<file path="config.mk">
export PLATFORM = sky130hd
export DESIGN_NAME = rv32i_writeback
export DESIGN_NICKNAME = d
export VERILOG_FILES = /design/src/rv32i_pkg.sv /design/src/rv32i_writeback.sv
export SDC_FILE = /design/constraint.sdc
export NUM_CORES = 1
export LEC_CHECK = 0
export BUFFER_PORTS_ARGS = -buffer_cell sky130_fd_sc_hd__buf_2
export CORE_AREA = 5 5 73 75
export DETAILED_ROUTE_END_ITERATION = 8
export DIE_AREA = 0 0 78 80
export PLACE_DENSITY = 0.79
export SLEW_MARGIN = 20
export SYNTH_ARGS = -nofsm -noshare
export SYNTH_HDL_FRONTEND = slang
export SYNTH_SLANG_ARGS = --single-unit
</file>
<file path="constraint.sdc">
create_clock -name vclk -period 0.8
set_input_delay 0 -clock vclk [all_inputs]
set_output_delay 0 -clock vclk [all_outputs]
set_load 0.005 [all_outputs]
</file>
<file path="src/rv32i_pkg.sv">
package rv32i_pkg;

   typedef logic [31:0] rv32i_word;

   // data memory geometry
   localparam int dmem_words = 256;
   localparam int dmem_aw    = 8;

   typedef enum logic [6:0] {
      op_lui   = 7'b0110111,
      op_auipc = 7'b0010111,
      op_br    = 7'b1100011,
      op_load  = 7'b0000011,
      op_store = 7'b0100011,
      op_imm   = 7'b0010011,
      op_reg   = 7'b0110011
   } rv32i_opcode;

   // encoding lines up with funct3 except for sra and sub
   typedef enum logic [2:0] {
      alu_add = 3'b000,
      alu_sll = 3'b001,
      alu_sra = 3'b010,
      alu_sub = 3'b011,
      alu_xor = 3'b100,
      alu_srl = 3'b101,
      alu_or  = 3'b110,
      alu_and = 3'b111
   } alu_ops;

   typedef enum logic [2:0] {
      beq  = 3'b000,
      bne  = 3'b001,
      blt  = 3'b100,
      bge  = 3'b101,
      bltu = 3'b110,
      bgeu = 3'b111
   } branch_funct3_t;

   typedef enum logic [1:0] {
      pc_plus4 = 2'b00,
      alu_out  = 2'b01
   } pcmux_sel_t;

   // ##########################################################
   // mux select encodings
   localparam logic [1:0] rf_alu_out  = 2'd0;
   localparam logic [1:0] rf_rdata    = 2'd1;
   localparam logic [1:0] rf_pc_plus4 = 2'd2;
   localparam logic [1:0] rf_imm      = 2'd3;

   localparam logic alumux1_rs1    = 1'b0;
   localparam logic alumux1_pc     = 1'b1;
   localparam logic alumux2_rs2    = 1'b0;
   localparam logic alumux2_imm    = 1'b1;
   localparam logic marmux_pc      = 1'b0;
   localparam logic marmux_alu_out = 1'b1;

   // ##########################################################
   // control word and pipeline payloads
   typedef struct packed {
      rv32i_opcode    opcode;
      alu_ops         aluop;
      branch_funct3_t cmpop;
      logic           alumux1_sel;
      logic           alumux2_sel;
      logic           marmux_sel;
      logic           mem_read;
      logic           mem_write;
      logic [1:0]     regfilemux_sel;
      logic           load_regfile;
      logic [4:0]     rd;
   } rv32i_control_word;

   typedef struct packed {
      logic              valid;
      rv32i_word         pc;
      rv32i_word         instr;
      rv32i_control_word ctrl;
      rv32i_word         imm;
      rv32i_word         rs1_out;
      rv32i_word         rs2_out;
   } id_ex_t;

   typedef struct packed {
      logic              valid;
      rv32i_word         pc;
      rv32i_word         pc_plus4;
      rv32i_control_word ctrl;
      rv32i_word         imm;
      rv32i_word         alu_out;
      logic              br_en;
      rv32i_word         rs2_out;
      rv32i_word         br_target;
   } ex_mem_t;

   typedef struct packed {
      logic              valid;
      rv32i_word         pc_plus4;
      rv32i_control_word ctrl;
      rv32i_word         imm;
      rv32i_word         alu_out;
   } mem_wb_t;

endpackage : rv32i_pkg

</file>
<file path="src/rv32i_writeback.sv">
`timescale 1ns/10ps

module rv32i_writeback (
   input  logic                 clk,
   input  logic                 rst_i,
   input  rv32i_pkg::mem_wb_t   mem_wb_i,
   input  rv32i_pkg::rv32i_word rdata_i,
   output logic                 we_o,
   output logic [4:0]           rd_o,
   output rv32i_pkg::rv32i_word data_o
);
   import rv32i_pkg::*;

   assign rd_o = mem_wb_i.ctrl.rd;
   assign we_o = mem_wb_i.valid && mem_wb_i.ctrl.load_regfile && (mem_wb_i.ctrl.rd != 5'd0);

   // regfilemux
   always_comb begin
      case (mem_wb_i.ctrl.regfilemux_sel)
         rf_alu_out:  data_o = mem_wb_i.alu_out;
         rf_rdata:    data_o = rdata_i;
         rf_pc_plus4: data_o = mem_wb_i.pc_plus4;
         rf_imm:      data_o = mem_wb_i.imm;
         default:     data_o = mem_wb_i.alu_out;
      endcase
   end

   // a write comes from a valid slot and carries a known value
   wb_valid_a: assert property (@(posedge clk) disable iff (rst_i)
      we_o |-> mem_wb_i.valid && !$isunknown(data_o));

endmodule : rv32i_writeback

</file>
==> impl_summary.md <==
Status
The run finished, with violations left. The checks that failed: negative setup slack.

Floorplanning
The initial core utilization is 18.9%. 195 I/O pins were placed. The floorplan has 25 rows. The die extent in y is 80 um. The floorplan step defined a die boundary enclosing 6240 sq um.

After floorplanning, the core was sized to cover 4600 sq um. The floorplan step set the die width to 78 um.

STA
At the pin with the least slew margin, the transition time is 0.111 ns. In the finished design, the share of the clock period the worst path needs comes to 115%. The number of max-slew violations in the final report was 0. The number of failing setup endpoints in the final timing report is 33. The final critical-path required period is 0.917 ns. The final hold slack is 0.163 ns. Measured against its own limit, the worst slew margin works out to 92.6%.

The number of endpoints with negative hold slack in the final report is 0. The upper clock frequency limit is 1.09 GHz. The final critical-path setup slack is -0.117 ns. Setup repair after global routing could not meet its margin everywhere.

Route
The overall via count from detail_route is 1301. In this run the remaining antenna-violating nets after routing total 0. Using the TritonRoute via totals, the vias-per-cell ratio works out to 4.80. The total iterations of the first detailed-routing run is 4. For this run, design rule violations remaining after detail routing come to 0. Summed over all layers, the routed wires come to 5.26 mm. The average wire per standard cell is 19.4 um. The number of design-rule violations left by the first detailed-router iteration is 23.

Finish
The post-route netlist has 99.1% of its cells at a drive strength greater than 1. The number of inserted diodes is 0. From synthesis to final layout, the design area changed by 121%. Sequential cells placed in the final layout were counted as 0. Registers take 0 sq um. The total number of nets in the final design is 376. The number of clock-tree buffers in the layout is 0. The number of standard cells in the layout, taps in and fillers out is 271.

GRT
Global routing used 15.8% of the available tracks. After global routing, the most crowded layer is met2. The number of global-route vias before repair was 1538. The first global-routing pass estimated 7.91 mm of wire.

The pin count of the biggest net entering global routing is 21. In the global route stage, met1 resource usage came out at 17.3%. The met3 track demand over resource in global routing is 4.63%.

Global routing consumed, on the met2 layer, 31.1% of the routing resources. The number of antenna violations at the first check in global routing is 0. The global-route congestion overflow total is 0.

Placed design
Once placement completed, the tool counted placed cells totaling 267. Prior to clock tree synthesis, the placed netlist has a worst setup slack of -0.254 ns. The global placement routability congestion is 0.857. Buffers placed on the I/O ports in this run total 175.

The post-DP HPWL is 4.70 mm.

Synth
The most frequently used cell type in the post-synthesis netlist is sky130_fd_sc_hd__mux4_2. In the post-synthesis netlist, the biggest area contributors are sky130_fd_sc_hd__mux4_2 (78%), sky130_fd_sc_hd__buf_12 (6.9%), sky130_fd_sc_hd__mux4_1 (6.1%). The count of different cell masters after synthesis is 8. After synthesis, the most frequently instantiated cells are sky130_fd_sc_hd__mux4_2 (30), sky130_fd_sc_hd__buf_4 (5), sky130_fd_sc_hd__buf_12 (3), sky130_fd_sc_hd__buf_2 (3), sky130_fd_sc_hd__mux4_1 (2). The number of nets produced by synthesis is 203. The top-area cell type share of the netlist area is 77.8%. Summing every instance area after synthesis gives 868 sq um. Sequential elements use 0% of the synthesized area. The count of synthesis-stage warnings from yosys is 0.

Counting every instance in the synthesized netlist gives 46. The largest area contributor in the synthesized netlist is sky130_fd_sc_hd__mux4_2. The mean area per synthesized cell is 18.9 sq um.

Worst setup path
The startpoint-to-endpoint class of the critical path is in2out. Of all nets on the critical path, the largest fanout is 6. The slowest stage of the critical path belongs to the cell sky130_fd_sc_hd__mux4_2. The arrival time at the worst endpoint is 0.92 ns. Walking the worst path, the cells encountered are buf_16 -> clkbuf_16 -> mux4_2 -> buf_2. The source of the critical timing path is mem_wb_i[70]. The worst setup path is captured at a primary output.

In this design, the stage delay of the slowest critical-path cell is 0.48 ns. The worst setup path is launched from an input pin. The required time reported for the critical path endpoint is 0.80 ns.

Power and ir drop
For this design the ratio of total power to cell area is 559 nW/um^2. The peak supply drop is 0.000242 V. Summed over all cells, the static leakage comes to 1.00 nW.

Clock tree
The post-cts hold buffer count is 0. The post-CTS setup repair buffer count is 0.

Run
Max-cap violations in this run came to 0.

Min path
The worst hold path startpoint is mem_wb_i[67]. The min-delay analysis places its worst path in the category in2out.
## worst max-delay path, delay by kind of cell
kind	cells	cell delay, ns
multiplexers	1	0.48
buffers and inverters	3	0.43
## logic make-up (layout without fill, tap and decap cells)
kind of cell | after synthesis | in the layout | share of synthesized area [%]
buf+inv | 12 | 183 | 14.3
compound gates | 1 | 1 | 1.15
simple gates | 1 | 1 | 0.721
mux | 32 | 32 | 83.9
## through the flow
step	instance area (sq um)	utilization [%]	total power [mW]	setup TNS [ns]
6_report	1920	41.7	1.07	-3.20
5_1_grt	1920	41.7	1.17	-4.37
4_1_cts	1860	40.5	1.05	-3.42
2_1_floorplan	868	-	0.444	0
3_3_place_gp	1770	38.4	0.958	-5.88
3_5_place_dp	1770	38.4	0.976	-6.59
## area by class of cell
class | count | area (sq um)
tap | 54 | 67.6
fill | 426 | 2680
timing repair buffer | 183 | 1110
multi-input combinational | 34 | 737
## metal layers
metal  part of all wire (%)  up-vias  routed length [um]
met3                     14        2                 744
li1                       -      572                   -
met4                   0.44        0                  23
met1                     32      603                1690
met2                     53      124                2800
met5                      0        -                   0
## path summary, 6_finish.rpt
check | end | slack [ns] | depth (start not counted)
min | rd_o[3] | 0.16 | 2
max | data_o[31] | -0.12 | 4
## cell usage in the layout (no fill, tap or decap), drive strengths merged
cell	count
mux4	32
or3	1
buf	182
clkbuf	1
o311a	1
## timing repair
action / 4_1_cts / 5_1_grt
gates cloned: 3 / 1
resized for setup: 10 / 4
pin swaps: 1 / 0
endpoints found under the hold margin: 0 / 0
setup endpoints to repair: 33 / 33
## where the power goes
| group | internal, mW | total, mW | switching [mW] |
|---|---|---|---|
| registers | 0 | 0 | 0 |
| logic | 0.725 | 1.07 | 0.347 |
| clock network | 0 | 0 | 0 |
Power figures use the tool's default switching activity.
