## src/rv32i_pkg.sv

```systemverilog
package rv32i_pkg;

   typedef logic [31:0] rv32i_word;

   // data memory geometry
   localparam int dmem_words = 256;
   localparam int dmem_aw    = 8;

   typedef enum logic [6:0] {
      op_lui   = 7'b0110111,
      op_auipc = 7'b0010111,
      op_br    = 7'b1100011,
      op_load  = 7'b0000011,
      op_store = 7'b0100011,
      op_imm   = 7'b0010011,
      op_reg   = 7'b0110011
   } rv32i_opcode;

   // encoding lines up with funct3 except for sra and sub
   typedef enum logic [2:0] {
      alu_add = 3'b000,
      alu_sll = 3'b001,
      alu_sra = 3'b010,
      alu_sub = 3'b011,
      alu_xor = 3'b100,
      alu_srl = 3'b101,
      alu_or  = 3'b110,
      alu_and = 3'b111
   } alu_ops;

   typedef enum logic [2:0] {
      beq  = 3'b000,
      bne  = 3'b001,
      blt  = 3'b100,
      bge  = 3'b101,
      bltu = 3'b110,
      bgeu = 3'b111
   } branch_funct3_t;

   typedef enum logic [1:0] {
      pc_plus4 = 2'b00,
      alu_out  = 2'b01
   } pcmux_sel_t;

   // ##########################################################
   // mux select encodings
   localparam logic [1:0] rf_alu_out  = 2'd0;
   localparam logic [1:0] rf_rdata    = 2'd1;
   localparam logic [1:0] rf_pc_plus4 = 2'd2;
   localparam logic [1:0] rf_imm      = 2'd3;

   localparam logic alumux1_rs1    = 1'b0;
   localparam logic alumux1_pc     = 1'b1;
   localparam logic alumux2_rs2    = 1'b0;
   localparam logic alumux2_imm    = 1'b1;
   localparam logic marmux_pc      = 1'b0;
   localparam logic marmux_alu_out = 1'b1;

   // ##########################################################
   // control word and pipeline payloads
   typedef struct packed {
      rv32i_opcode    opcode;
      alu_ops         aluop;
      branch_funct3_t cmpop;
      logic           alumux1_sel;
      logic           alumux2_sel;
      logic           marmux_sel;
      logic           mem_read;
      logic           mem_write;
      logic [1:0]     regfilemux_sel;
      logic           load_regfile;
      logic [4:0]     rd;
   } rv32i_control_word;

   typedef struct packed {
      logic              valid;
      rv32i_word         pc;
      rv32i_word         instr;
      rv32i_control_word ctrl;
      rv32i_word         imm;
      rv32i_word         rs1_out;
      rv32i_word         rs2_out;
   } id_ex_t;

   typedef struct packed {
      logic              valid;
      rv32i_word         pc;
      rv32i_word         pc_plus4;
      rv32i_control_word ctrl;
      rv32i_word         imm;
      rv32i_word         alu_out;
      logic              br_en;
      rv32i_word         rs2_out;
      rv32i_word         br_target;
   } ex_mem_t;

   typedef struct packed {
      logic              valid;
      rv32i_word         pc_plus4;
      rv32i_control_word ctrl;
      rv32i_word         imm;
      rv32i_word         alu_out;
   } mem_wb_t;

endpackage : rv32i_pkg

```

## src/rv32i_ctrl.sv

```systemverilog
`timescale 1ns/10ps

module rv32i_ctrl (
   input  logic                         clk,
   input  logic                         rst_i,
   input  logic                         valid_i,
   input  rv32i_pkg::rv32i_word         instr_i,
   output rv32i_pkg::rv32i_control_word ctrl_o,
   output rv32i_pkg::rv32i_word         imm_o
);
   import rv32i_pkg::*;

   rv32i_opcode opcode;
   logic [2:0]  funct3;
   rv32i_word   i_imm;
   rv32i_word   s_imm;
   rv32i_word   b_imm;
   rv32i_word   u_imm;

   assign opcode = rv32i_opcode'(instr_i[6:0]);
   assign funct3 = instr_i[14:12];

   assign i_imm = {{21{instr_i[31]}}, instr_i[30:20]};
   assign s_imm = {{21{instr_i[31]}}, instr_i[30:25], instr_i[11:7]};
   assign b_imm = {{20{instr_i[31]}}, instr_i[7], instr_i[30:25], instr_i[11:8], 1'b0};
   assign u_imm = {instr_i[31:12], 12'h000};

   always_comb begin
      ctrl_o                = '0;
      ctrl_o.opcode         = opcode;
      ctrl_o.rd             = instr_i[11:7];
      ctrl_o.aluop          = alu_add;
      ctrl_o.cmpop          = beq;
      ctrl_o.alumux1_sel    = alumux1_rs1;
      ctrl_o.alumux2_sel    = alumux2_imm;
      ctrl_o.marmux_sel     = marmux_pc;
      ctrl_o.regfilemux_sel = rf_alu_out;
      imm_o                 = i_imm;
      case (opcode)
         op_lui: begin
            ctrl_o.regfilemux_sel = rf_imm;
            ctrl_o.load_regfile   = 1'b1;
            imm_o                 = u_imm;
         end
         op_auipc: begin
            ctrl_o.alumux1_sel  = alumux1_pc;
            ctrl_o.load_regfile = 1'b1;
            imm_o               = u_imm;
         end
         op_br: begin
            ctrl_o.alumux1_sel = alumux1_pc;
            ctrl_o.cmpop       = branch_funct3_t'(funct3);
            imm_o              = b_imm;
         end
         op_load: begin
            ctrl_o.marmux_sel     = marmux_alu_out;
            ctrl_o.mem_read       = 1'b1;
            ctrl_o.regfilemux_sel = rf_rdata;
            ctrl_o.load_regfile   = 1'b1;
         end
         op_store: begin
            ctrl_o.marmux_sel = marmux_alu_out;
            ctrl_o.mem_write  = 1'b1;
            imm_o             = s_imm;
         end
         op_imm, op_reg: begin
            ctrl_o.load_regfile = 1'b1;
            ctrl_o.aluop        = alu_ops'(funct3);
            if (opcode == op_reg) begin
               ctrl_o.alumux2_sel = alumux2_rs2;
            end
            case (funct3)
               3'b000: ctrl_o.aluop = (opcode == op_reg && instr_i[30]) ? alu_sub : alu_add;
               // slt and sltu come from the comparator
               3'b010: ctrl_o.cmpop = blt;
               3'b011: ctrl_o.cmpop = bltu;
               3'b101: ctrl_o.aluop = instr_i[30] ? alu_sra : alu_srl;
               default: ;
            endcase
         end
         default: ;
      endcase
   end

   known_opcode_a: assert property (@(posedge clk) disable iff (rst_i)
      valid_i |-> instr_i[6:0] inside {op_lui, op_auipc, op_br, op_load,
                                       op_store, op_imm, op_reg});

endmodule : rv32i_ctrl

```

## config.mk

```make
export PLATFORM = sky130hd
export DESIGN_NAME = rv32i_ctrl
export DESIGN_NICKNAME = d
export VERILOG_FILES = /design/src/rv32i_pkg.sv /design/src/rv32i_ctrl.sv
export SDC_FILE = /design/constraint.sdc
export NUM_CORES = 1
export LEC_CHECK = 0
export BUFFER_PORTS_ARGS = -buffer_cell sky130_fd_sc_hd__buf_2
export CAP_MARGIN = 0
export CORE_AREA = 5 5 50 52
export DETAILED_ROUTE_END_ITERATION = 6
export DIE_AREA = 0 0 55 57
export PLACE_DENSITY = 0.83
export SYNTH_ARGS = -nofsm -noshare
export SYNTH_HDL_FRONTEND = slang
export SYNTH_SLANG_ARGS = --single-unit
```

## constraint.sdc

```tcl
create_clock -name vclk -period 2.8
set_input_delay 0.14 -clock vclk [all_inputs]
set_output_delay 0.14 -clock vclk [all_outputs]
set_load 0.02 [all_outputs]
```

==> flow_metrics.env <==
export IMPL_status="completed"
export IMPL_cp_required_ns=2.66
export IMPL_holdCritStartpoint="instr_i[31]"
export IMPL_startpoint_type="input port"
export IMPL_sw_frac_of_total_pct=60.5
export IMPL_ys_types=31
export IMPL_postCtsSetupBuffers=0
export IMPL_area_growth_pct=52.2
export IMPL_intPower_mw=0.0641
export IMPL_die_y_um=57
export IMPL_port_buffers=90
export IMPL_min_path_cells=2
export IMPL_synth_common_cells="a21o_1, buf_4, nor2b_1"
export IMPL_cp_max_fo=26
export IMPL_cts_hold_buf=0
export IMPL_dieArea_sq_um=3140
export IMPL_synth_nets=128
export IMPL_fillers=235
export IMPL_routabilityCongestion=0.796
export IMPL_worst_pin_slew_ns=0.844
export IMPL_final_cells=192
export IMPL_yosysTopAreaCellShare_pct=22.9
export IMPL_crit_path_end_kind="output port"
export IMPL_worstHoldEndpoint="imm_o[31]"
export IMPL_grt_pass1_wl_mm=3.43
export IMPL_power_leakage_nw=0.681
export IMPL_nClkBuffers=0
export IMPL_period_share_pct=63.3
export IMPL_cts_resized=0
export IMPL_synth_most_common_cell="a21o_1"
export IMPL_pwr_share_comb_pct=100.0
export IMPL_die_w_um=55
export IMPL_fmax_mhz=564
export IMPL_io_pins=93
export IMPL_syn_instance_count=93
export IMPL_grt_setup_unrepaired="no"
export IMPL_vias=913
export IMPL_core_region_area_sq_um=2060
export IMPL_cellPowerDensity_nw_per_um2=163
export IMPL_yosysTopAreaCell="a21o_1"
export IMPL_worstSetupPathType="input port to output port"
export IMPL_diodes=0
export IMPL_antenna_left=0
export IMPL_start_util_pct=31.7
export IMPL_setup_violations=0
export IMPL_rows=17
export IMPL_switching_power_mw=0.0984
export IMPL_clock_power_share_pct=0
export IMPL_final_area_sq_um=996
export IMPL_placed_area_sq_um=996
export IMPL_grt_pass1_vias=805
export IMPL_grt_max_degree=27
export IMPL_critPathArrivalTime_ns=1.63
export IMPL_avgRoutedWirePerCell_um=11.9
export IMPL_ys_seq_area_share_pct=0
export IMPL_hold_viol_final=0
export IMPL_drive_gt1_share_pct=56.7
export IMPL_synth_area_leaders="a21o_1, buf_4, nor2b_1"
export IMPL_nNetsFinal=201
export IMPL_maxSlewHeadroom_pct=43.7
export IMPL_dp_cells=192
export IMPL_min_path_type="input port to output port"
export IMPL_dpl_hpwl_mm=1.93
export IMPL_register_area_sq_um=0
export IMPL_min_period_ns=1.77
export IMPL_antenna_found_initial=0
export IMPL_vias_per_cell=4.76
export IMPL_dr_pass1_iters=4
export IMPL_globalRouteTotalUtil_pct=13.3
export IMPL_synth_area_sq_um=654
export IMPL_wirelength_mm=2.28
export IMPL_gr_total_overflow=0
export IMPL_drv_slew=0
export IMPL_avgSynthCellArea_sq_um=7.04
export IMPL_cap_violations=0
export IMPL_drtIter0Drc=14
export IMPL_setup_tns_final_ns=0
export IMPL_seq_cell_count=0
export IMPL_synth_warnings=0
export IMPL_ir_drop_mv=0.0703
export IMPL_seqPwrFrac_pct=0
export IMPL_drc=0
export IMPL_hold_slack_ns=0.515
==> metal layers <==
metal,vias to the layer above,GRT usage (%),wire (um)
li1,472,-,-
met1,395,17.3,904
met2,46,24.5,1150
met3,0,1.04,230
met4,0,0,0
met5,-,0,0
==> area by class of cell <==
cell class / count / area, sq um / share of cell area (%)
Tap cell: 28 / 35.0 / 3.52
Timing Repair Buffer: 91 / 458 / 46.0
Multi-Input combinational cell: 69 / 488 / 49.0
Inverter: 4 / 15.0 / 1.51
==> cell usage in the layout (no fill, tap or decap), drive strengths merged <==
master | Yosys | layout
and2b | 1 | 1
mux2 | 1 | 1
nor3b | 1 | 1
a21oi | 2 | 2
nand3 | 2 | 2
nand4bb | 1 | 1
or3 | 1 | 1
buf | 20 | 91
nand2 | 2 | 2
a22oi | 1 | 1
nor2 | 2 | 2
and2 | 3 | 3
a22o | 4 | 4
a32o | 1 | 1
inv | 4 | 4
a21boi | 1 | 1
o2bb2ai | 1 | 1
nor2b | 8 | 8
o21ai | 1 | 1
o21a | 1 | 1
and3b | 2 | 2
and4bb | 1 | 1
a211oi | 3 | 3
a21o | 20 | 20
nor4 | 1 | 1
and3 | 3 | 3
nor3 | 3 | 3
and4 | 1 | 1
nand3b | 1 | 1
==> power groups by stage <==
| stage | sequential (mW) | combinational, mW | clock [mW] |
|---|---|---|---|
| final | 0 | 0.163 | 0 |
| after global routing | 0 | 0.177 | 0 |
| after CTS | 0 | 0.164 | 0 |
| after detailed placement | 0 | 0.164 | 0 |
| after global placement | 0 | 0.163 | 0 |
| after floorplan | 0 | 0.109 | 0 |
==> stage by stage <==
step / util [%] / total power [mW] / worst slack, ns
3_5_place_dp: 48.3 / 0.164 / 1.01
5_1_grt: 48.3 / 0.177 / 0.900
6_report: 48.3 / 0.163 / 1.03
3_3_place_gp: 48.3 / 0.163 / 1.03
4_1_cts: 48.3 / 0.164 / 1.00
2_1_floorplan: - / 0.109 / 1.43
==> worst max path at each step <==
stage	startpoint	end	slack, ns	depth (start not counted)
2_1_floorplan	instr_i[4]	ctrl_o[6]	1.43	3
3_3_place_gp	instr_i[6]	imm_o[21]	1.03	5
3_5_place_dp	instr_i[6]	imm_o[22]	1.01	5
4_1_cts	instr_i[6]	imm_o[12]	1.00	5
5_1_grt	instr_i[6]	imm_o[12]	0.90	5
6_report	instr_i[6]	imm_o[22]	1.03	5
==> worst max-delay path: stages <==
cell     delay [ns]
buf_2          0.14
and3b_1        0.27
and2_1         0.70
a21o_1         0.22
buf_2          0.16
==> logic make-up after synthesis <==
logic type / share of synthesized area (%)
compound gates: 40.3
buf+inv: 25.4
mux: 1.72
simple gates: 32.5
Power figures use the tool's default switching activity.
