--- config.mk ---
export PLATFORM = sky130hd
export DESIGN_NAME = rv32i_mem_stage
export DESIGN_NICKNAME = d
export VERILOG_FILES = /design/src/rv32i_pkg.sv /design/src/rv32i_mem_stage.sv
export SDC_FILE = /design/constraint.sdc
export NUM_CORES = 1
export LEC_CHECK = 0
export ABC_AREA = 1
export CELL_PAD_IN_SITES_DETAIL_PLACEMENT = 0
export CELL_PAD_IN_SITES_GLOBAL_PLACEMENT = 1
export CORE_AREA = 2 2 173 175
export DETAILED_ROUTE_END_ITERATION = 10
export DIE_AREA = 0 0 175 177
export DONT_BUFFER_PORTS = 1
export PLACE_DENSITY_LB_ADDON = 0.3
export SLEW_MARGIN = 20
export SYNTH_ARGS = -nofsm -noshare
export SYNTH_HDL_FRONTEND = slang
export SYNTH_SLANG_ARGS = --single-unit
--- constraint.sdc ---
create_clock -name vclk -period 0.8
set_input_delay 0.16 -clock vclk [all_inputs]
set_output_delay 0.16 -clock vclk [all_outputs]
set_load 0.1 [all_outputs]
--- src/rv32i_pkg.sv ---
package rv32i_pkg;

   typedef logic [31:0] rv32i_word;

   // data memory geometry
   localparam int dmem_words = 256;
   localparam int dmem_aw    = 8;

   typedef enum logic [6:0] {
      op_lui   = 7'b0110111,
      op_auipc = 7'b0010111,
      op_br    = 7'b1100011,
      op_load  = 7'b0000011,
      op_store = 7'b0100011,
      op_imm   = 7'b0010011,
      op_reg   = 7'b0110011
   } rv32i_opcode;

   // encoding lines up with funct3 except for sra and sub
   typedef enum logic [2:0] {
      alu_add = 3'b000,
      alu_sll = 3'b001,
      alu_sra = 3'b010,
      alu_sub = 3'b011,
      alu_xor = 3'b100,
      alu_srl = 3'b101,
      alu_or  = 3'b110,
      alu_and = 3'b111
   } alu_ops;

   typedef enum logic [2:0] {
      beq  = 3'b000,
      bne  = 3'b001,
      blt  = 3'b100,
      bge  = 3'b101,
      bltu = 3'b110,
      bgeu = 3'b111
   } branch_funct3_t;

   typedef enum logic [1:0] {
      pc_plus4 = 2'b00,
      alu_out  = 2'b01
   } pcmux_sel_t;

   // ##########################################################
   // mux select encodings
   localparam logic [1:0] rf_alu_out  = 2'd0;
   localparam logic [1:0] rf_rdata    = 2'd1;
   localparam logic [1:0] rf_pc_plus4 = 2'd2;
   localparam logic [1:0] rf_imm      = 2'd3;

   localparam logic alumux1_rs1    = 1'b0;
   localparam logic alumux1_pc     = 1'b1;
   localparam logic alumux2_rs2    = 1'b0;
   localparam logic alumux2_imm    = 1'b1;
   localparam logic marmux_pc      = 1'b0;
   localparam logic marmux_alu_out = 1'b1;

   // ##########################################################
   // control word and pipeline payloads
   typedef struct packed {
      rv32i_opcode    opcode;
      alu_ops         aluop;
      branch_funct3_t cmpop;
      logic           alumux1_sel;
      logic           alumux2_sel;
      logic           marmux_sel;
      logic           mem_read;
      logic           mem_write;
      logic [1:0]     regfilemux_sel;
      logic           load_regfile;
      logic [4:0]     rd;
   } rv32i_control_word;

   typedef struct packed {
      logic              valid;
      rv32i_word         pc;
      rv32i_word         instr;
      rv32i_control_word ctrl;
      rv32i_word         imm;
      rv32i_word         rs1_out;
      rv32i_word         rs2_out;
   } id_ex_t;

   typedef struct packed {
      logic              valid;
      rv32i_word         pc;
      rv32i_word         pc_plus4;
      rv32i_control_word ctrl;
      rv32i_word         imm;
      rv32i_word         alu_out;
      logic              br_en;
      rv32i_word         rs2_out;
      rv32i_word         br_target;
   } ex_mem_t;

   typedef struct packed {
      logic              valid;
      rv32i_word         pc_plus4;
      rv32i_control_word ctrl;
      rv32i_word         imm;
      rv32i_word         alu_out;
   } mem_wb_t;

endpackage : rv32i_pkg

--- src/rv32i_mem_stage.sv ---
`timescale 1ns/10ps

module rv32i_mem_stage (
   input  logic                  clk,
   input  logic                  rst_i,
   input  rv32i_pkg::ex_mem_t    ex_mem_i,
   output rv32i_pkg::mem_wb_t    mem_wb_o,
   output rv32i_pkg::pcmux_sel_t pcmux_sel_o,
   output rv32i_pkg::rv32i_word  br_target_o,
   output logic                  dmem_read_o,
   output logic                  dmem_write_o,
   output rv32i_pkg::rv32i_word  dmem_addr_o,
   output rv32i_pkg::rv32i_word  dmem_wdata_o
);
   import rv32i_pkg::*;

   logic taken;

   assign taken       = ex_mem_i.valid && ex_mem_i.br_en && (ex_mem_i.ctrl.opcode == op_br);
   assign pcmux_sel_o = pcmux_sel_t'({1'b0, taken});
   assign br_target_o = ex_mem_i.br_target;

   assign dmem_read_o  = ex_mem_i.valid & ex_mem_i.ctrl.mem_read;
   assign dmem_write_o = ex_mem_i.valid & ex_mem_i.ctrl.mem_write;
   assign dmem_wdata_o = ex_mem_i.rs2_out;

   // marmux
   always_comb begin
      case (ex_mem_i.ctrl.marmux_sel)
         marmux_pc:      dmem_addr_o = ex_mem_i.pc;
         marmux_alu_out: dmem_addr_o = ex_mem_i.alu_out;
         default:        dmem_addr_o = ex_mem_i.pc;
      endcase
   end

   always_comb begin
      mem_wb_o.valid    = ex_mem_i.valid;
      mem_wb_o.pc_plus4 = ex_mem_i.pc_plus4;
      mem_wb_o.ctrl     = ex_mem_i.ctrl;
      mem_wb_o.imm      = ex_mem_i.imm;
      mem_wb_o.alu_out  = ex_mem_i.alu_out;
   end

   rd_wr_excl_a: assert property (@(posedge clk) disable iff (rst_i)
      !(dmem_read_o && dmem_write_o));

endmodule : rv32i_mem_stage

==> report_table.html <==
<table>
<tr><th>Metric</th><th>Value</th></tr>
<tr><th colspan="2">Global route</th></tr>
<tr><td>Gr ovfl total</td><td>0</td></tr>
<tr><td>Maximum number of pins on one net before global-route repair</td><td>between 60 and 70</td></tr>
<tr><td>Number of antenna violations at the first check in global routing</td><td>0</td></tr>
<tr><td>Via count of the first global-routing pass</td><td>approximately 1200</td></tr>
<tr><td>First-pass GRT wire length</td><td>between 8000 and 9000 µm</td></tr>
<tr><td>Met1 Usage GRT</td><td>0.02756</td></tr>
<tr><td>Global-route track usage on met3</td><td>0.02556</td></tr>
<tr><td>Overall Global Routing Usage</td><td>0.03611</td></tr>
<tr><td>Peak-usage layer in the global routing report</td><td>met2</td></tr>
<tr><td>Met2 track demand over resource in global routing</td><td>0.05797</td></tr>
<tr><th colspan="2">Timing</th></tr>
<tr><td>Fin. Hold Viols</td><td>0</td></tr>
<tr><td>Highest clock frequency the design can meet</td><td>about 1200 MHz</td></tr>
<tr><td>Final worst path period share</td><td>1.040</td></tr>
<tr><td>Setup Viol. Count Final</td><td>1</td></tr>
<tr><td>Pins over their slew limit</td><td>0</td></tr>
<tr><td>Setup repair after global routing missed its margin</td><td>true</td></tr>
<tr><td>Fin worst setup slack</td><td>-0.03201 ns</td></tr>
<tr><td>Post-layout min period</td><td>around 0.83 ns</td></tr>
<tr><td>Aggregate negative setup slack</td><td>-0.03201 ns</td></tr>
<tr><td>Final hold slack</td><td>approximately 0.32 ns</td></tr>
<tr><th colspan="2">Placement</th></tr>
<tr><td>Number of buffer cells added on primary ports</td><td>0</td></tr>
<tr><td>Placer congestion estimate</td><td>0.5819</td></tr>
<tr><td>Worst slack after detailed placement</td><td>-0.01522 ns</td></tr>
<tr><td>Detailed placement HPWL</td><td>5379 µm</td></tr>
<tr><th colspan="2">Finish</th></tr>
<tr><td>Register Area</td><td>0 µm²</td></tr>
<tr><td>Final net count</td><td>~370</td></tr>
<tr><td>Share of cells above drive strength 1</td><td>0.5417</td></tr>
<tr><td>Ant. Diodes</td><td>0</td></tr>
<tr><td>Most used cells in the layout excluding fill and tap cells</td><td>35 x buf_12, 34 x inv_1, 32 x o21ai_4, 30 x nand2_1, 5 x nand2_2</td></tr>
<tr><td>Count of clock-net buffers in the final layout</td><td>0</td></tr>
<tr><td>Fillers</td><td>roughly 3400</td></tr>
<tr><td>Layout Area Growth over Synthesis</td><td>-1.679%</td></tr>
<tr><td>Leading cell type in the layout, fill and taps excluded</td><td>buf_12</td></tr>
<tr><td>Share of the core filled with cells</td><td>0.07012</td></tr>
<tr><td>Number of sequential storage elements</td><td>0</td></tr>
<tr><th colspan="2">Yosys</th></tr>
<tr><td>Seq/Total Area, Yosys</td><td>0</td></tr>
<tr><td>Area share of the largest cell type after synthesis</td><td>0.6803</td></tr>
<tr><td>Area leader, netlist</td><td>buf_4</td></tr>
<tr><td>Count of cell types in the netlist</td><td>13</td></tr>
<tr><td>Count of yosys warnings during synthesis</td><td>0</td></tr>
<tr><td>Post-synthesis cell area</td><td>roughly 0.0021 mm²</td></tr>
<tr><td>Post-Synthesis Cells</td><td>around 300</td></tr>
<tr><td>Top post-synthesis cells by area</td><td>buf_4 68%, o21ai_2 12%, inv_1 6.5%</td></tr>
<tr><td>Syn avg cell area</td><td>slightly below 7 µm²</td></tr>
<tr><td>Post-Syn Nets</td><td>527</td></tr>
<tr><th colspan="2">Status</th></tr>
<tr><td>Violations in the final reports</td><td>setup timing</td></tr>
<tr><td>Run status</td><td>finished, violations left</td></tr>
<tr><th colspan="2">Routing</th></tr>
<tr><td>DRT Wirelength</td><td>~6400 µm</td></tr>
<tr><td>Number of DRC markers after the initial detailed-route iteration</td><td>17</td></tr>
<tr><td>Antenna-violating nets left</td><td>0</td></tr>
<tr><td>Overall via count from detail_route</td><td>1050</td></tr>
<tr><td>Average wire length per cell after detail routing</td><td>around 12 µm</td></tr>
<tr><td>Detailed-routing iteration count for the pre-antenna-repair pass</td><td>3</td></tr>
<tr><td>Final routed DRC violation total</td><td>0</td></tr>
<tr><td>Via-per-instance ratio</td><td>a little under 2</td></tr>
<tr><th colspan="2">Clocking</th></tr>
<tr><td>Number of buffers added to fix hold violations after cts</td><td>0</td></tr>
<tr><th colspan="2">Critical path</th></tr>
<tr><td>CP endpoint kind</td><td>output port</td></tr>
<tr><td>Req. time, crit path</td><td>0.64 ns</td></tr>
<tr><td>Element type at the critical path start</td><td>input pin</td></tr>
<tr><td>Maximum fanout count along the critical path</td><td>2</td></tr>
<tr><td>Kind of critical path</td><td>input pin to output port</td></tr>
<tr><td>Arrival @ worst endpoint</td><td>roughly 0.67 ns</td></tr>
<tr><th colspan="2">Floorplanning</th></tr>
<tr><td>Core Area</td><td>between 0.02 and 0.03 mm²</td></tr>
<tr><td>Die boundary width</td><td>175 µm</td></tr>
<tr><td>Number of placement rows</td><td>63</td></tr>
<tr><td>Initial core utilization</td><td>0.07132</td></tr>
<tr><td>Top Ports</td><td>445</td></tr>
<tr><td>DIE AREA</td><td>0.03098 mm²</td></tr>
<tr><td>Die outline height</td><td>177 µm</td></tr>
<tr><th colspan="2">Power and ir drop</th></tr>
<tr><td>Total power draw</td><td>1.983 mW</td></tr>
<tr><td>Power per Cell Area</td><td>966.9 mW/mm²</td></tr>
<tr><td>Total leakage power</td><td>~0.73 nW</td></tr>
<tr><td>Worst IR Drop VDD</td><td>around 0.3 mV</td></tr>
<tr><th colspan="2">Worst hold path</th></tr>
<tr><td>Classification of the worst-slack hold path</td><td>input pin to output port</td></tr>
<tr><th colspan="2">Flow run</th></tr>
<tr><td>Maximum capacitance violations</td><td>0</td></tr>
</table>
[worst paths after layout]
path	start	to	slack, ns	cells past startpoint
hold / removal	ex_mem_i[79]	mem_wb_o[14]	0.32	0
setup / recovery	ex_mem_i[152]	pcmux_sel_o[0]	-0.03	3
[cells by family (layout without fill, tap and decap cells)]
logic type / Yosys count / in the layout / share of synthesized area
AND/OR/NAND/NOR: 40 / 40 / 0.07678
buffers and inverters: 232 / 71 / 0.7924
AO/OA/AOI/OAI: 32 / 32 / 0.1290
other: 1 / 1 / 0.001798
[where the power goes]
group	total [mW]	internal [mW]	switching, mW
clock	0	0	0
combinational	1.98	0.675	1.31
sequential	0	0	0
[cell usage after synthesis (all sizes together)]
master / number
buf: 196
inv: 36
nand2: 36
o21ai: 32
nor2: 2
conb: 1
nand3: 1
nand3b: 1
[cell type report]
type | instances | area, µm² | share of cell area
Inverter | 36 | 142.6 | 0.06955
Tap cell | 390 | 488.0 | 0.2379
Multi-Input combinational cell | 73 | 719.4 | 0.3508
Timing Repair Buffer | 35 | 700.7 | 0.3417
[routing by layer]
layer | vias up | wire (µm)
met5 | - | 0
met4 | 0 | 682
met3 | 86 | 1238
met2 | 173 | 2882
met1 | 398 | 1559
li1 | 393 | -
[what timing repair did]
action	4_1_cts	5_1_grt
endpoints found under the hold margin	0	0
gates resized for setup	2	0
setup endpoints to repair	1	1
pin swaps	0	1
setup buffers	0	0
[worst max-delay path, stage by stage]
cell	delay (ns)
nand3b_1	0.18
nor2_4	0.15
buf_12	0.18
[stage by stage]
stage	instances	area, µm²
finish	534	2051
global route	534	2051
CTS	534	2051
detailed placement	534	2041
global placement	534	2041
floorplan	305	2390
Power figures use the tool's default switching activity.
