<file path="src/rv32i_pkg.sv">
package rv32i_pkg;

   typedef logic [31:0] rv32i_word;

   // data memory geometry
   localparam int dmem_words = 256;
   localparam int dmem_aw    = 8;

   typedef enum logic [6:0] {
      op_lui   = 7'b0110111,
      op_auipc = 7'b0010111,
      op_br    = 7'b1100011,
      op_load  = 7'b0000011,
      op_store = 7'b0100011,
      op_imm   = 7'b0010011,
      op_reg   = 7'b0110011
   } rv32i_opcode;

   // encoding lines up with funct3 except for sra and sub
   typedef enum logic [2:0] {
      alu_add = 3'b000,
      alu_sll = 3'b001,
      alu_sra = 3'b010,
      alu_sub = 3'b011,
      alu_xor = 3'b100,
      alu_srl = 3'b101,
      alu_or  = 3'b110,
      alu_and = 3'b111
   } alu_ops;

   typedef enum logic [2:0] {
      beq  = 3'b000,
      bne  = 3'b001,
      blt  = 3'b100,
      bge  = 3'b101,
      bltu = 3'b110,
      bgeu = 3'b111
   } branch_funct3_t;

   typedef enum logic [1:0] {
      pc_plus4 = 2'b00,
      alu_out  = 2'b01
   } pcmux_sel_t;

   // ##########################################################
   // mux select encodings
   localparam logic [1:0] rf_alu_out  = 2'd0;
   localparam logic [1:0] rf_rdata    = 2'd1;
   localparam logic [1:0] rf_pc_plus4 = 2'd2;
   localparam logic [1:0] rf_imm      = 2'd3;

   localparam logic alumux1_rs1    = 1'b0;
   localparam logic alumux1_pc     = 1'b1;
   localparam logic alumux2_rs2    = 1'b0;
   localparam logic alumux2_imm    = 1'b1;
   localparam logic marmux_pc      = 1'b0;
   localparam logic marmux_alu_out = 1'b1;

   // ##########################################################
   // control word and pipeline payloads
   typedef struct packed {
      rv32i_opcode    opcode;
      alu_ops         aluop;
      branch_funct3_t cmpop;
      logic           alumux1_sel;
      logic           alumux2_sel;
      logic           marmux_sel;
      logic           mem_read;
      logic           mem_write;
      logic [1:0]     regfilemux_sel;
      logic           load_regfile;
      logic [4:0]     rd;
   } rv32i_control_word;

   typedef struct packed {
      logic              valid;
      rv32i_word         pc;
      rv32i_word         instr;
      rv32i_control_word ctrl;
      rv32i_word         imm;
      rv32i_word         rs1_out;
      rv32i_word         rs2_out;
   } id_ex_t;

   typedef struct packed {
      logic              valid;
      rv32i_word         pc;
      rv32i_word         pc_plus4;
      rv32i_control_word ctrl;
      rv32i_word         imm;
      rv32i_word         alu_out;
      logic              br_en;
      rv32i_word         rs2_out;
      rv32i_word         br_target;
   } ex_mem_t;

   typedef struct packed {
      logic              valid;
      rv32i_word         pc_plus4;
      rv32i_control_word ctrl;
      rv32i_word         imm;
      rv32i_word         alu_out;
   } mem_wb_t;

endpackage : rv32i_pkg

</file>
<file path="src/rv32i_execute.sv">
`timescale 1ns/10ps

module rv32i_execute (
   input  rv32i_pkg::id_ex_t  id_ex_i,
   output rv32i_pkg::ex_mem_t ex_mem_o
);
   import rv32i_pkg::*;

   rv32i_word opa;
   rv32i_word opb;
   rv32i_word cmp_b;
   rv32i_word alu_res;
   logic      br_en;
   logic      set_less;

   assign opa   = (id_ex_i.ctrl.alumux1_sel == alumux1_pc) ? id_ex_i.pc : id_ex_i.rs1_out;
   assign opb   = (id_ex_i.ctrl.alumux2_sel == alumux2_imm) ? id_ex_i.imm : id_ex_i.rs2_out;
   assign cmp_b = (id_ex_i.ctrl.opcode == op_br) ? id_ex_i.rs2_out : opb;

   always_comb begin
      case (id_ex_i.ctrl.aluop)
         alu_add: alu_res = opa + opb;
         alu_sll: alu_res = opa << opb[4:0];
         alu_sra: alu_res = rv32i_word'($signed(opa) >>> opb[4:0]);
         alu_sub: alu_res = opa - opb;
         alu_xor: alu_res = opa ^ opb;
         alu_srl: alu_res = opa >> opb[4:0];
         alu_or:  alu_res = opa | opb;
         alu_and: alu_res = opa & opb;
         default: alu_res = '0;
      endcase
   end

   always_comb begin
      case (id_ex_i.ctrl.cmpop)
         beq:     br_en = (id_ex_i.rs1_out == cmp_b);
         bne:     br_en = (id_ex_i.rs1_out != cmp_b);
         blt:     br_en = ($signed(id_ex_i.rs1_out) < $signed(cmp_b));
         bge:     br_en = ($signed(id_ex_i.rs1_out) >= $signed(cmp_b));
         bltu:    br_en = (id_ex_i.rs1_out < cmp_b);
         bgeu:    br_en = (id_ex_i.rs1_out >= cmp_b);
         default: br_en = 1'b0;
      endcase
   end

   // slt and sltu take the compare bit as result
   assign set_less = (id_ex_i.ctrl.opcode inside {op_imm, op_reg}) &&
                     (id_ex_i.instr[14:13] == 2'b01);

   always_comb begin
      ex_mem_o.valid     = id_ex_i.valid;
      ex_mem_o.pc        = id_ex_i.pc;
      ex_mem_o.pc_plus4  = id_ex_i.pc + 32'd4;
      ex_mem_o.ctrl      = id_ex_i.ctrl;
      ex_mem_o.imm       = id_ex_i.imm;
      ex_mem_o.alu_out   = set_less ? {31'd0, br_en} : alu_res;
      ex_mem_o.br_en     = br_en;
      ex_mem_o.rs2_out   = id_ex_i.rs2_out;
      ex_mem_o.br_target = id_ex_i.pc + id_ex_i.imm;
   end

endmodule : rv32i_execute

</file>
<file path="config.mk">
export PLATFORM = sky130hd
export DESIGN_NAME = rv32i_execute
export DESIGN_NICKNAME = d
export VERILOG_FILES = /design/src/rv32i_pkg.sv /design/src/rv32i_execute.sv
export SDC_FILE = /design/constraint.sdc
export NUM_CORES = 1
export LEC_CHECK = 0
export BUFFER_PORTS_ARGS = -buffer_cell sky130_fd_sc_hd__buf_2
export CAP_MARGIN = 20
export CORE_ASPECT_RATIO = 0.6
export CORE_UTILIZATION = 55
export DETAILED_ROUTE_END_ITERATION = 7
export PLACE_DENSITY_LB_ADDON = 0.08
export SETUP_SLACK_MARGIN = 0.1
export SLEW_MARGIN = 5
export SYNTH_ARGS = -nofsm -noshare
export SYNTH_HDL_FRONTEND = slang
export SYNTH_SLANG_ARGS = --single-unit
</file>
<file path="constraint.sdc">
create_clock -name vclk -period 13.4
set_clock_uncertainty 0.1 [all_clocks]
set_input_delay 0.67 -clock vclk [all_inputs]
set_output_delay 0.67 -clock vclk [all_outputs]
set_load 0.05 [all_outputs]
</file>
==> results of run 1 <==
==> kinds of logic (layout without fill, tap and decap cells) <==
kind of cell,Yosys count,after routing,synth area share
muxes,243,243,0.193
xor gates and xnor gates,106,106,0.0718
AOI/OAI and AO/OA,520,520,0.262
and+or+nand+nor,462,462,0.173
buffers and inverters,326,477,0.142
adders and majority gates,163,163,0.159
other,0,1,0
==> per-layer routing <==
layer  GRT usage  up-vias  part of all wire
li1            -     6895                 -
met4       0.126        0             0.033
met3      0.0714      132              0.11
met1       0.633     7125              0.44
met5           0        -                 0
met2       0.650     1093              0.41
==> path summary, 6_finish.rpt <==
| kind | from | end | slack [ps] | cells after the start |
|---|---|---|---|---|
| hold / removal | id_ex_i[186] | ex_mem_o[219] | 1240 | 0 |
| setup / recovery | id_ex_i[107] | ex_mem_o[94] | 5780 | 19 |
==> cell usage in the layout, fill, tap and decap left out, types with 9 or more instances in the layout <==
master | Yosys | final
xor2_1 | 27 | 27
nor3_1 | 32 | 31
buf_2 | 19 | 353
nand2b_1 | 23 | 23
nor2_1 | 91 | 90
xnor2_1 | 79 | 79
a21o_1 | 27 | 27
nand2_1 | 166 | 166
and3_1 | 16 | 16
nand4_1 | 15 | 15
a31oi_1 | 22 | 22
o22ai_1 | 22 | 22
or3_1 | 12 | 11
a22o_1 | 18 | 18
mux2i_1 | 221 | 219
buf_4 | 133 | 25
ha_1 | 161 | 161
a221oi_1 | 23 | 23
o31ai_1 | 11 | 11
a21oi_1 | 141 | 141
nor2b_1 | 13 | 11
mux2_2 | 16 | 16
nand3_1 | 48 | 48
a211oi_1 | 27 | 27
inv_1 | 93 | 92
o21ai_0 | 120 | 119
o21bai_1 | 10 | 10
o211ai_1 | 14 | 14
o21a_1 | 9 | 9
==> per-stage QoR <==
step           area [sq um]  cells   util
5_1_grt               13900   2286  0.601
2_1_floorplan         12900   1820      -
6_report              13900   2287  0.601
3_5_place_dp          13900   2286  0.601
3_3_place_gp          13900   2286  0.601
4_1_cts               13900   2286  0.601
==> cell type report <==
type | count | share of cell area
well taps | 315 | 0.0284
diodes | 1 | 0.000180
inverters | 99 | 0.0270
repair buffers | 378 | 0.141
multi-input cells | 1494 | 0.804
==> flow_results.xml, run 1 <==
<?xml version="1.0" encoding="UTF-8"?>
<metrics>
  <group name="critical_path">
    <metric name="cpMaxStageDelayCell" unit="">a211oi_1</metric>
    <metric name="timing.critical_path.buf_inv" unit="">4</metric>
    <metric name="endpoint_type_of_the_worst_setup_path" unit="">output pin</metric>
    <metric name="required_time_worst_endpoint" unit="ps">12630</metric>
    <metric name="path_cells" unit="">buf_2 -&gt; buf_4 -&gt; mux2i_4 -&gt; buf_4 -&gt; ha_1 -&gt; nand3_1 -&gt; or2_2 -&gt; o21ai_0 -&gt; xnor2_1 -&gt; ha_1 -&gt; and3_1 -&gt; nand4_1 -&gt; a21oi_1 -&gt; o211ai_1 -&gt; a211oi_1 -&gt; nor2_1 -&gt; a311oi_1 -&gt; o2111a_1 -&gt; buf_2</metric>
    <metric name="arrival" unit="ps">6850</metric>
    <metric name="critPathLaunchType" unit="">input port</metric>
    <metric name="cp_slowest_stage_delay" unit="ps">710</metric>
    <metric name="largest_fanout_on_the_critical_path" unit="">56</metric>
    <metric name="category_of_cells_accounting_for_the_largest_share_of_critical_path_delay" unit="">compound AO/OA/AOI/OAI gates</metric>
    <metric name="path_class" unit="">input port to output pin</metric>
  </group>
  <group name="global_routing">
    <metric name="first_global_vias" unit="">13300</metric>
    <metric name="grt_pass1_wl" unit="microns">80700</metric>
    <metric name="grt_antenna_before_repair" unit="">0</metric>
    <metric name="grt_use_total" unit="">0.436</metric>
    <metric name="grt_overflow_total" unit="">0</metric>
    <metric name="grt_start_max_net_pins" unit="">60</metric>
  </group>
  <group name="logic_synthesis">
    <metric name="ys_types" unit="">83</metric>
    <metric name="yosys_warnings" unit="">0</metric>
    <metric name="avgSynthCellArea" unit="sq um">7.10</metric>
    <metric name="synth_area" unit="sq um">12900</metric>
    <metric name="syn_nets" unit="">2170</metric>
    <metric name="netlist.top_cell.by_area" unit="">mux2i_1</metric>
    <metric name="synth.most_common_cell" unit="">mux2i_1</metric>
    <metric name="synth.yosys.seq_area_share" unit="">0</metric>
    <metric name="yosys-top-cells-area" unit="">mux2i_1 17%, ha_1 16%, buf_4 7.7%</metric>
    <metric name="synth.top_cell.area_share" unit="">0.171</metric>
    <metric name="ranking_of_synthesized_cells_by_instance_count" unit="">221 x mux2i_1, 166 x nand2_1, 161 x ha_1, 141 x a21oi_1, 133 x buf_4</metric>
    <metric name="netlist_instances" unit="">1820</metric>
  </group>
  <group name="sta">
    <metric name="period_minus_slack" unit="ps">7620</metric>
    <metric name="tightestPinTransition" unit="ps">1130</metric>
    <metric name="post-route-worst-setup-slack" unit="ps">5780</metric>
    <metric name="final_max_slew_violation_count" unit="">0</metric>
    <metric name="rsz0062_at_grt" unit="">no</metric>
    <metric name="post-route-period-util" unit="">0.569</metric>
    <metric name="setup_viol" unit="">0</metric>
    <metric name="worst_hold_slack" unit="ps">1240</metric>
    <metric name="setup_tns" unit="ps">0</metric>
    <metric name="slew_headroom" unit="">0.239</metric>
    <metric name="timing_hold_violations_final" unit="">0</metric>
    <metric name="fmax" unit="GHz">0.131</metric>
  </group>
  <group name="route">
    <metric name="route.detailed.vias_per_inst" unit="">6.67</metric>
    <metric name="post-route-drc-count" unit="">0</metric>
    <metric name="drt-initial-drc-count" unit="">1866</metric>
    <metric name="firstDrtPassIters" unit="">6</metric>
    <metric name="drt_wl_total" unit="microns">55000</metric>
    <metric name="routed-via-count" unit="">15200</metric>
    <metric name="final_antenna_net_count" unit="">0</metric>
    <metric name="wire_per_inst" unit="microns">24.0</metric>
  </group>
  <group name="clock_network">
    <metric name="cts_resized" unit="">0</metric>
    <metric name="holdBufCountCts" unit="">0</metric>
    <metric name="cts_post_setup_buffers_inserted" unit="">0</metric>
  </group>
  <group name="placed_design">
    <metric name="dpl.hpwl" unit="microns">43700</metric>
    <metric name="io_buf_count" unit="">353</metric>
    <metric name="place_congestion" unit="">1.04</metric>
    <metric name="preCtsSetupSlack" unit="ps">6050</metric>
  </group>
  <group name="cells_and_area">
    <metric name="register_area" unit="sq um">0</metric>
    <metric name="multi_input_comb_area" unit="sq um">11200</metric>
    <metric name="layout.clock_buffers" unit="">0</metric>
    <metric name="number_of_flip_flops_and_latches" unit="">0</metric>
    <metric name="filler_cell_count" unit="">2287</metric>
    <metric name="nets" unit="">2323</metric>
    <metric name="synthToLayoutAreaGrowth" unit="%">7.35</metric>
    <metric name="final_layout_size_suffix_gt1_frac" unit="">0.220</metric>
  </group>
  <group name="die">
    <metric name="die-width" unit="microns">200</metric>
    <metric name="row_count" unit="">43</metric>
    <metric name="chipHeight" unit="microns">121</metric>
    <metric name="fp.dieArea" unit="sq um">24100</metric>
    <metric name="floorplan.io_pins" unit="">407</metric>
    <metric name="effective_utilization_at_floorplan" unit="">0.560</metric>
    <metric name="placeableCoreArea" unit="sq um">23100</metric>
  </group>
  <group name="outcome">
    <metric name="status" unit="">completed</metric>
  </group>
  <group name="min_path">
    <metric name="class_of_the_tightest_hold_or_removal_check" unit="">input port to output pin</metric>
  </group>
  <group name="run">
    <metric name="maxCapViolations" unit="">0</metric>
  </group>
</metrics>
==> run 2: changes to the inputs <==
- CORE_UTILIZATION: 55 -> 50
- clock period: 13.4 -> 7 ns (I/O delays scaled with it)
==> run 2 against run 1 <==
Worst setup slack lost 4800 ps. Non-clock buffer count is 7 higher. Utilization decreased by 5.0 points. Cell area is 0.63% higher. Cell count grew 1.0%. Global-route usage is 4.1 points lower. Hold slack got worse by 640 ps. Die area increased by 9.9%.
==> flow_results.xml, run 2 (same netlist as run 1, synthesis figures left out) <==
<?xml version="1.0" encoding="UTF-8"?>
<metrics>
  <group name="sta">
    <metric name="rsz0062_at_grt" unit="">no</metric>
    <metric name="tightestPinTransition" unit="ps">1180</metric>
    <metric name="setup_viol" unit="">0</metric>
    <metric name="post-route-worst-setup-slack" unit="ps">982</metric>
    <metric name="setup_tns" unit="ps">0</metric>
    <metric name="timing_hold_violations_final" unit="">0</metric>
    <metric name="final_max_slew_violation_count" unit="">0</metric>
    <metric name="worst_hold_slack" unit="ps">600</metric>
    <metric name="slew_headroom" unit="">0.206</metric>
    <metric name="post-route-period-util" unit="">0.860</metric>
    <metric name="period_minus_slack" unit="ps">6020</metric>
    <metric name="fmax" unit="GHz">0.166</metric>
  </group>
  <group name="global_routing">
    <metric name="first_global_vias" unit="">13400</metric>
    <metric name="grt_pass1_wl" unit="microns">81900</metric>
    <metric name="grt_overflow_total" unit="">0</metric>
    <metric name="grt_use_total" unit="">0.395</metric>
    <metric name="grtUsageMet1" unit="">0.571</metric>
    <metric name="globalRouteMet2Util" unit="">0.595</metric>
    <metric name="met3_usage" unit="">0.0730</metric>
    <metric name="most_utilized_layer_in_the_global_route_result" unit="">met2</metric>
    <metric name="grt_antenna_before_repair" unit="">3</metric>
    <metric name="grt_start_max_net_pins" unit="">61</metric>
  </group>
  <group name="die">
    <metric name="placeableCoreArea" unit="sq um">25300</metric>
    <metric name="row_count" unit="">45</metric>
    <metric name="die-width" unit="microns">210</metric>
    <metric name="chipHeight" unit="microns">127</metric>
    <metric name="fp.dieArea" unit="sq um">26500</metric>
    <metric name="effective_utilization_at_floorplan" unit="">0.510</metric>
    <metric name="floorplan.io_pins" unit="">407</metric>
  </group>
  <group name="critical_path">
    <metric name="largest_fanout_on_the_critical_path" unit="">24</metric>
    <metric name="path_class" unit="">input port to output pin</metric>
    <metric name="category_of_cells_accounting_for_the_largest_share_of_critical_path_delay" unit="">simple AND/OR/NAND/NOR gates</metric>
    <metric name="path_cells" unit="">buf_2 -&gt; buf_4 -&gt; mux2_2 -&gt; or3_1 -&gt; nor2_1 -&gt; nand2_1 -&gt; nand2_1 -&gt; xnor2_1 -&gt; ha_1 -&gt; a21oi_1 -&gt; o21ai_0 -&gt; or3_1 -&gt; a31oi_1 -&gt; nor4_1 -&gt; buf_4 -&gt; o31ai_1 -&gt; mux2_2 -&gt; a21oi_1 -&gt; buf_2</metric>
    <metric name="critPathLaunchType" unit="">input port</metric>
    <metric name="timing.critical_path.buf_inv" unit="">4</metric>
    <metric name="endpoint_type_of_the_worst_setup_path" unit="">output pin</metric>
    <metric name="cpMaxStageDelayCell" unit="">or3_1</metric>
    <metric name="arrival" unit="ps">5570</metric>
    <metric name="cp_slowest_stage_delay" unit="ps">530</metric>
    <metric name="required_time_worst_endpoint" unit="ps">6550</metric>
  </group>
  <group name="power">
    <metric name="worst_ir_drop_vdd" unit="uV">99.3</metric>
    <metric name="p_leak" unit="nW">6.97</metric>
    <metric name="power_per_cell_area" unit="nW/um^2">141</metric>
    <metric name="power" unit="W">0.00197</metric>
  </group>
  <group name="cells_and_area">
    <metric name="post-route-cell-area" unit="sq um">14000</metric>
    <metric name="most-common-layout-cells" unit="">353 x buf_2, 219 x mux2i_1, 166 x nand2_1, 161 x ha_1, 141 x a21oi_1</metric>
    <metric name="nets" unit="">2330</metric>
    <metric name="layout.cells.most_common" unit="">buf_2</metric>
    <metric name="final_layout_size_suffix_gt1_frac" unit="">0.223</metric>
    <metric name="synthToLayoutAreaGrowth" unit="%">8.02</metric>
    <metric name="register_area" unit="sq um">0</metric>
    <metric name="number_of_flip_flops_and_latches" unit="">0</metric>
    <metric name="layout.clock_buffers" unit="">0</metric>
  </group>
  <group name="route">
    <metric name="post-route-drc-count" unit="">0</metric>
    <metric name="drt_wl_total" unit="microns">55100</metric>
    <metric name="drt-initial-drc-count" unit="">1736</metric>
    <metric name="final_antenna_net_count" unit="">0</metric>
    <metric name="routed-via-count" unit="">14900</metric>
    <metric name="route.detailed.vias_per_inst" unit="">6.46</metric>
    <metric name="wire_per_inst" unit="microns">23.9</metric>
    <metric name="firstDrtPassIters" unit="">6</metric>
  </group>
  <group name="clock_network">
    <metric name="cts_resized" unit="">0</metric>
    <metric name="cts_post_setup_buffers_inserted" unit="">0</metric>
    <metric name="holdBufCountCts" unit="">0</metric>
  </group>
  <group name="placed_design">
    <metric name="io_buf_count" unit="">353</metric>
    <metric name="placed_area" unit="sq um">13900</metric>
    <metric name="preCtsSetupSlack" unit="ps">1150</metric>
    <metric name="dpl.hpwl" unit="microns">44600</metric>
    <metric name="place_congestion" unit="">1.03</metric>
  </group>
  <group name="run">
    <metric name="maxCapViolations" unit="">0</metric>
  </group>
  <group name="min_path">
    <metric name="class_of_the_tightest_hold_or_removal_check" unit="">input port to output pin</metric>
  </group>
  <group name="outcome">
    <metric name="status" unit="">completed</metric>
  </group>
</metrics>
[run 2: cell count changes in the layout (fill, tap and decap cells not counted), sizes merged]
| cell | previous run | this run |
|---|---|---|
| buf | 378 | 385 |
| diode | 1 | 3 |
[run 2: routing by layer]
layer	part of all wire	vias to the layer above
li1	-	6898
met1	0.45	7023
met2	0.41	912
met3	0.11	86
met4	0.026	0
met5	0	-
[run 2: power by group]
part	internal [W]	switching [W]	total [W]
combinational	0.000597	0.00138	0.00197
sequential	0	0	0
clock	0.0000000000353	0	0.0000000000353
total	0.000597	0.00138	0.00197
[run 2: metrics by stage]
step | instances | util
after detailed placement | 2306 | 0.550
final | 2310 | 0.551
after CTS | 2306 | 0.550
after floorplan | 1820 | -
after global routing | 2309 | 0.551
after global placement | 2306 | 0.550
[run 2: final timing paths]
| kind | from | to | slack, ps | cells past startpoint |
|---|---|---|---|---|
| worst min-delay path | id_ex_i[100] | ex_mem_o[133] | 600 | 0 |
| worst max-delay path | id_ex_i[107] | ex_mem_o[93] | 980 | 19 |
[run 2: layout make-up]
cell class | count | area, sq um
diodes | 3 | 7.51
fillers | 2556 | 11400
inverters | 99 | 374
multi-input cells | 1494 | 11200
well taps | 329 | 412
repair buffers | 385 | 2020
(Power assumes the default switching activity.)
==> run 3: changes to the inputs <==
- PLACE_DENSITY: not set -> 0.82
- PLACE_DENSITY_LB_ADDON: 0.08 -> not set
==> run 3 against run 2 <==
Cell area decreased by 0.24%. Non-clock buffer count shrank 2. Wire length rose by 0.54%. Total power increased by 0.32%. Hold slack about the same. Utilization is 0.13 points lower. Combinational power hardly changed. Cell count down 0.22%. Worst setup slack worse by 28 ps. Critical path depth stayed put. Sequential cell count is the same. Global-route usage grew 0.20 points.
==> flow_results.xml, run 3 (same netlist as run 1, synthesis figures left out) <==
<?xml version="1.0" encoding="UTF-8"?>
<metrics>
  <group name="cells_and_area">
    <metric name="layout.clock_buffers" unit="">0</metric>
    <metric name="layout.cells.most_common" unit="">buf_2</metric>
    <metric name="register_area" unit="sq um">0</metric>
    <metric name="number_of_flip_flops_and_latches" unit="">0</metric>
    <metric name="most-common-layout-cells" unit="">353 x buf_2, 219 x mux2i_1, 166 x nand2_1, 161 x ha_1, 141 x a21oi_1</metric>
    <metric name="diodes" unit="">0</metric>
    <metric name="final_layout_size_suffix_gt1_frac" unit="">0.222</metric>
    <metric name="nets" unit="">2328</metric>
    <metric name="synthToLayoutAreaGrowth" unit="%">7.76</metric>
  </group>
  <group name="route">
    <metric name="drt-initial-drc-count" unit="">1940</metric>
    <metric name="route.detailed.vias_per_inst" unit="">6.58</metric>
    <metric name="final_antenna_net_count" unit="">0</metric>
    <metric name="firstDrtPassIters" unit="">6</metric>
    <metric name="drt_wl_total" unit="microns">55400</metric>
    <metric name="routed-via-count" unit="">15200</metric>
    <metric name="post-route-drc-count" unit="">0</metric>
    <metric name="wire_per_inst" unit="microns">24.0</metric>
  </group>
  <group name="placed_design">
    <metric name="io_buf_count" unit="">353</metric>
    <metric name="preCtsSetupSlack" unit="ps">1120</metric>
    <metric name="dpl.hpwl" unit="microns">44900</metric>
    <metric name="place_congestion" unit="">1.05</metric>
  </group>
  <group name="die">
    <metric name="effective_utilization_at_floorplan" unit="">0.510</metric>
    <metric name="row_count" unit="">45</metric>
    <metric name="fp.dieArea" unit="sq um">26500</metric>
    <metric name="chipHeight" unit="microns">127</metric>
    <metric name="die-width" unit="microns">210</metric>
    <metric name="floorplan.io_pins" unit="">407</metric>
    <metric name="placeableCoreArea" unit="sq um">25300</metric>
  </group>
  <group name="sta">
    <metric name="setup_tns" unit="ps">0</metric>
    <metric name="tightestPinTransition" unit="ps">1210</metric>
    <metric name="post-route-period-util" unit="">0.864</metric>
    <metric name="fmax" unit="GHz">0.165</metric>
    <metric name="final_max_slew_violation_count" unit="">0</metric>
    <metric name="slew_headroom" unit="">0.187</metric>
    <metric name="setup_viol" unit="">0</metric>
    <metric name="period_minus_slack" unit="ps">6050</metric>
    <metric name="rsz0062_at_grt" unit="">no</metric>
    <metric name="post-route-worst-setup-slack" unit="ps">954</metric>
    <metric name="timing_hold_violations_final" unit="">0</metric>
  </group>
  <group name="power">
    <metric name="worst_ir_drop_vdd" unit="uV">89.6</metric>
    <metric name="power_per_cell_area" unit="nW/um^2">142</metric>
    <metric name="p_leak" unit="nW">6.95</metric>
  </group>
  <group name="global_routing">
    <metric name="grt_antenna_before_repair" unit="">1</metric>
    <metric name="grt_use_total" unit="">0.397</metric>
    <metric name="grt_pass1_wl" unit="microns">82200</metric>
    <metric name="grt_start_max_net_pins" unit="">59</metric>
    <metric name="grt_overflow_total" unit="">0</metric>
    <metric name="first_global_vias" unit="">13600</metric>
  </group>
  <group name="outcome">
    <metric name="status" unit="">completed</metric>
  </group>
  <group name="critical_path">
    <metric name="largest_fanout_on_the_critical_path" unit="">17</metric>
    <metric name="critPathLaunchType" unit="">input port</metric>
    <metric name="endpoint_type_of_the_worst_setup_path" unit="">output pin</metric>
    <metric name="path_class" unit="">input port to output pin</metric>
    <metric name="required_time_worst_endpoint" unit="ps">6550</metric>
    <metric name="arrival" unit="ps">5600</metric>
  </group>
  <group name="clock_network">
    <metric name="cts_resized" unit="">0</metric>
    <metric name="cts_post_setup_buffers_inserted" unit="">0</metric>
    <metric name="holdBufCountCts" unit="">0</metric>
  </group>
  <group name="run">
    <metric name="maxCapViolations" unit="">0</metric>
  </group>
  <group name="min_path">
    <metric name="class_of_the_tightest_hold_or_removal_check" unit="">input port to output pin</metric>
  </group>
</metrics>
[run 3: per-layer routing]
metal,vias up,GRT usage,routed length [microns]
met5,-,0,12
met4,2,0.120,1870
met3,135,0.101,7080
met2,1063,0.607,23000
met1,7075,0.544,23500
li1,6882,-,-
[run 3: final timing paths]
check	start	to	slack, ps	cells after the start
worst max-delay path	id_ex_i[107]	ex_mem_o[93]	950	19
worst min-delay path	id_ex_i[96]	ex_mem_o[129]	600	0
[run 3: layout make-up]
cell class                 count  area, sq um
timing repair buffer         383         2000
inverter                      99          374
tap                          329          412
multi-input combinational   1494        11100
fill                        2537        11400
[run 3: critical path, stage by stage]
cell and delay (ps):
buf_2 340, buf_4 340, mux2i_4 280, ha_1 220
nand3_1 170, or2_2 440, o41ai_1 390, xnor2_1 180
ha_1 310, nand2_1 100, o21ai_0 150, or3_1 400
a31oi_1 440, nor4_1 140, buf_4 180, o31ai_1 240
mux2_2 360, a21oi_1 250, buf_2 320
[run 3: metrics by stage]
step	utilization	instance area, sq um	cells	total power, W	hold WS (ps)
after global routing	0.550	13900	2305	0.00208	600
after floorplan	-	12900	1820	0.00146	767
after global placement	0.549	13900	2304	0.00189	600
final	0.550	13900	2305	0.00198	600
after detailed placement	0.549	13900	2304	0.00192	600
after CTS	0.549	13900	2304	0.00193	600
[run 3: power breakdown]
group / total (W) / internal (W) / switching, W
Combinational: 0.00198 / 0.000598 / 0.00138
Clock: 0 / 0 / 0
Sequential: 0 / 0 / 0
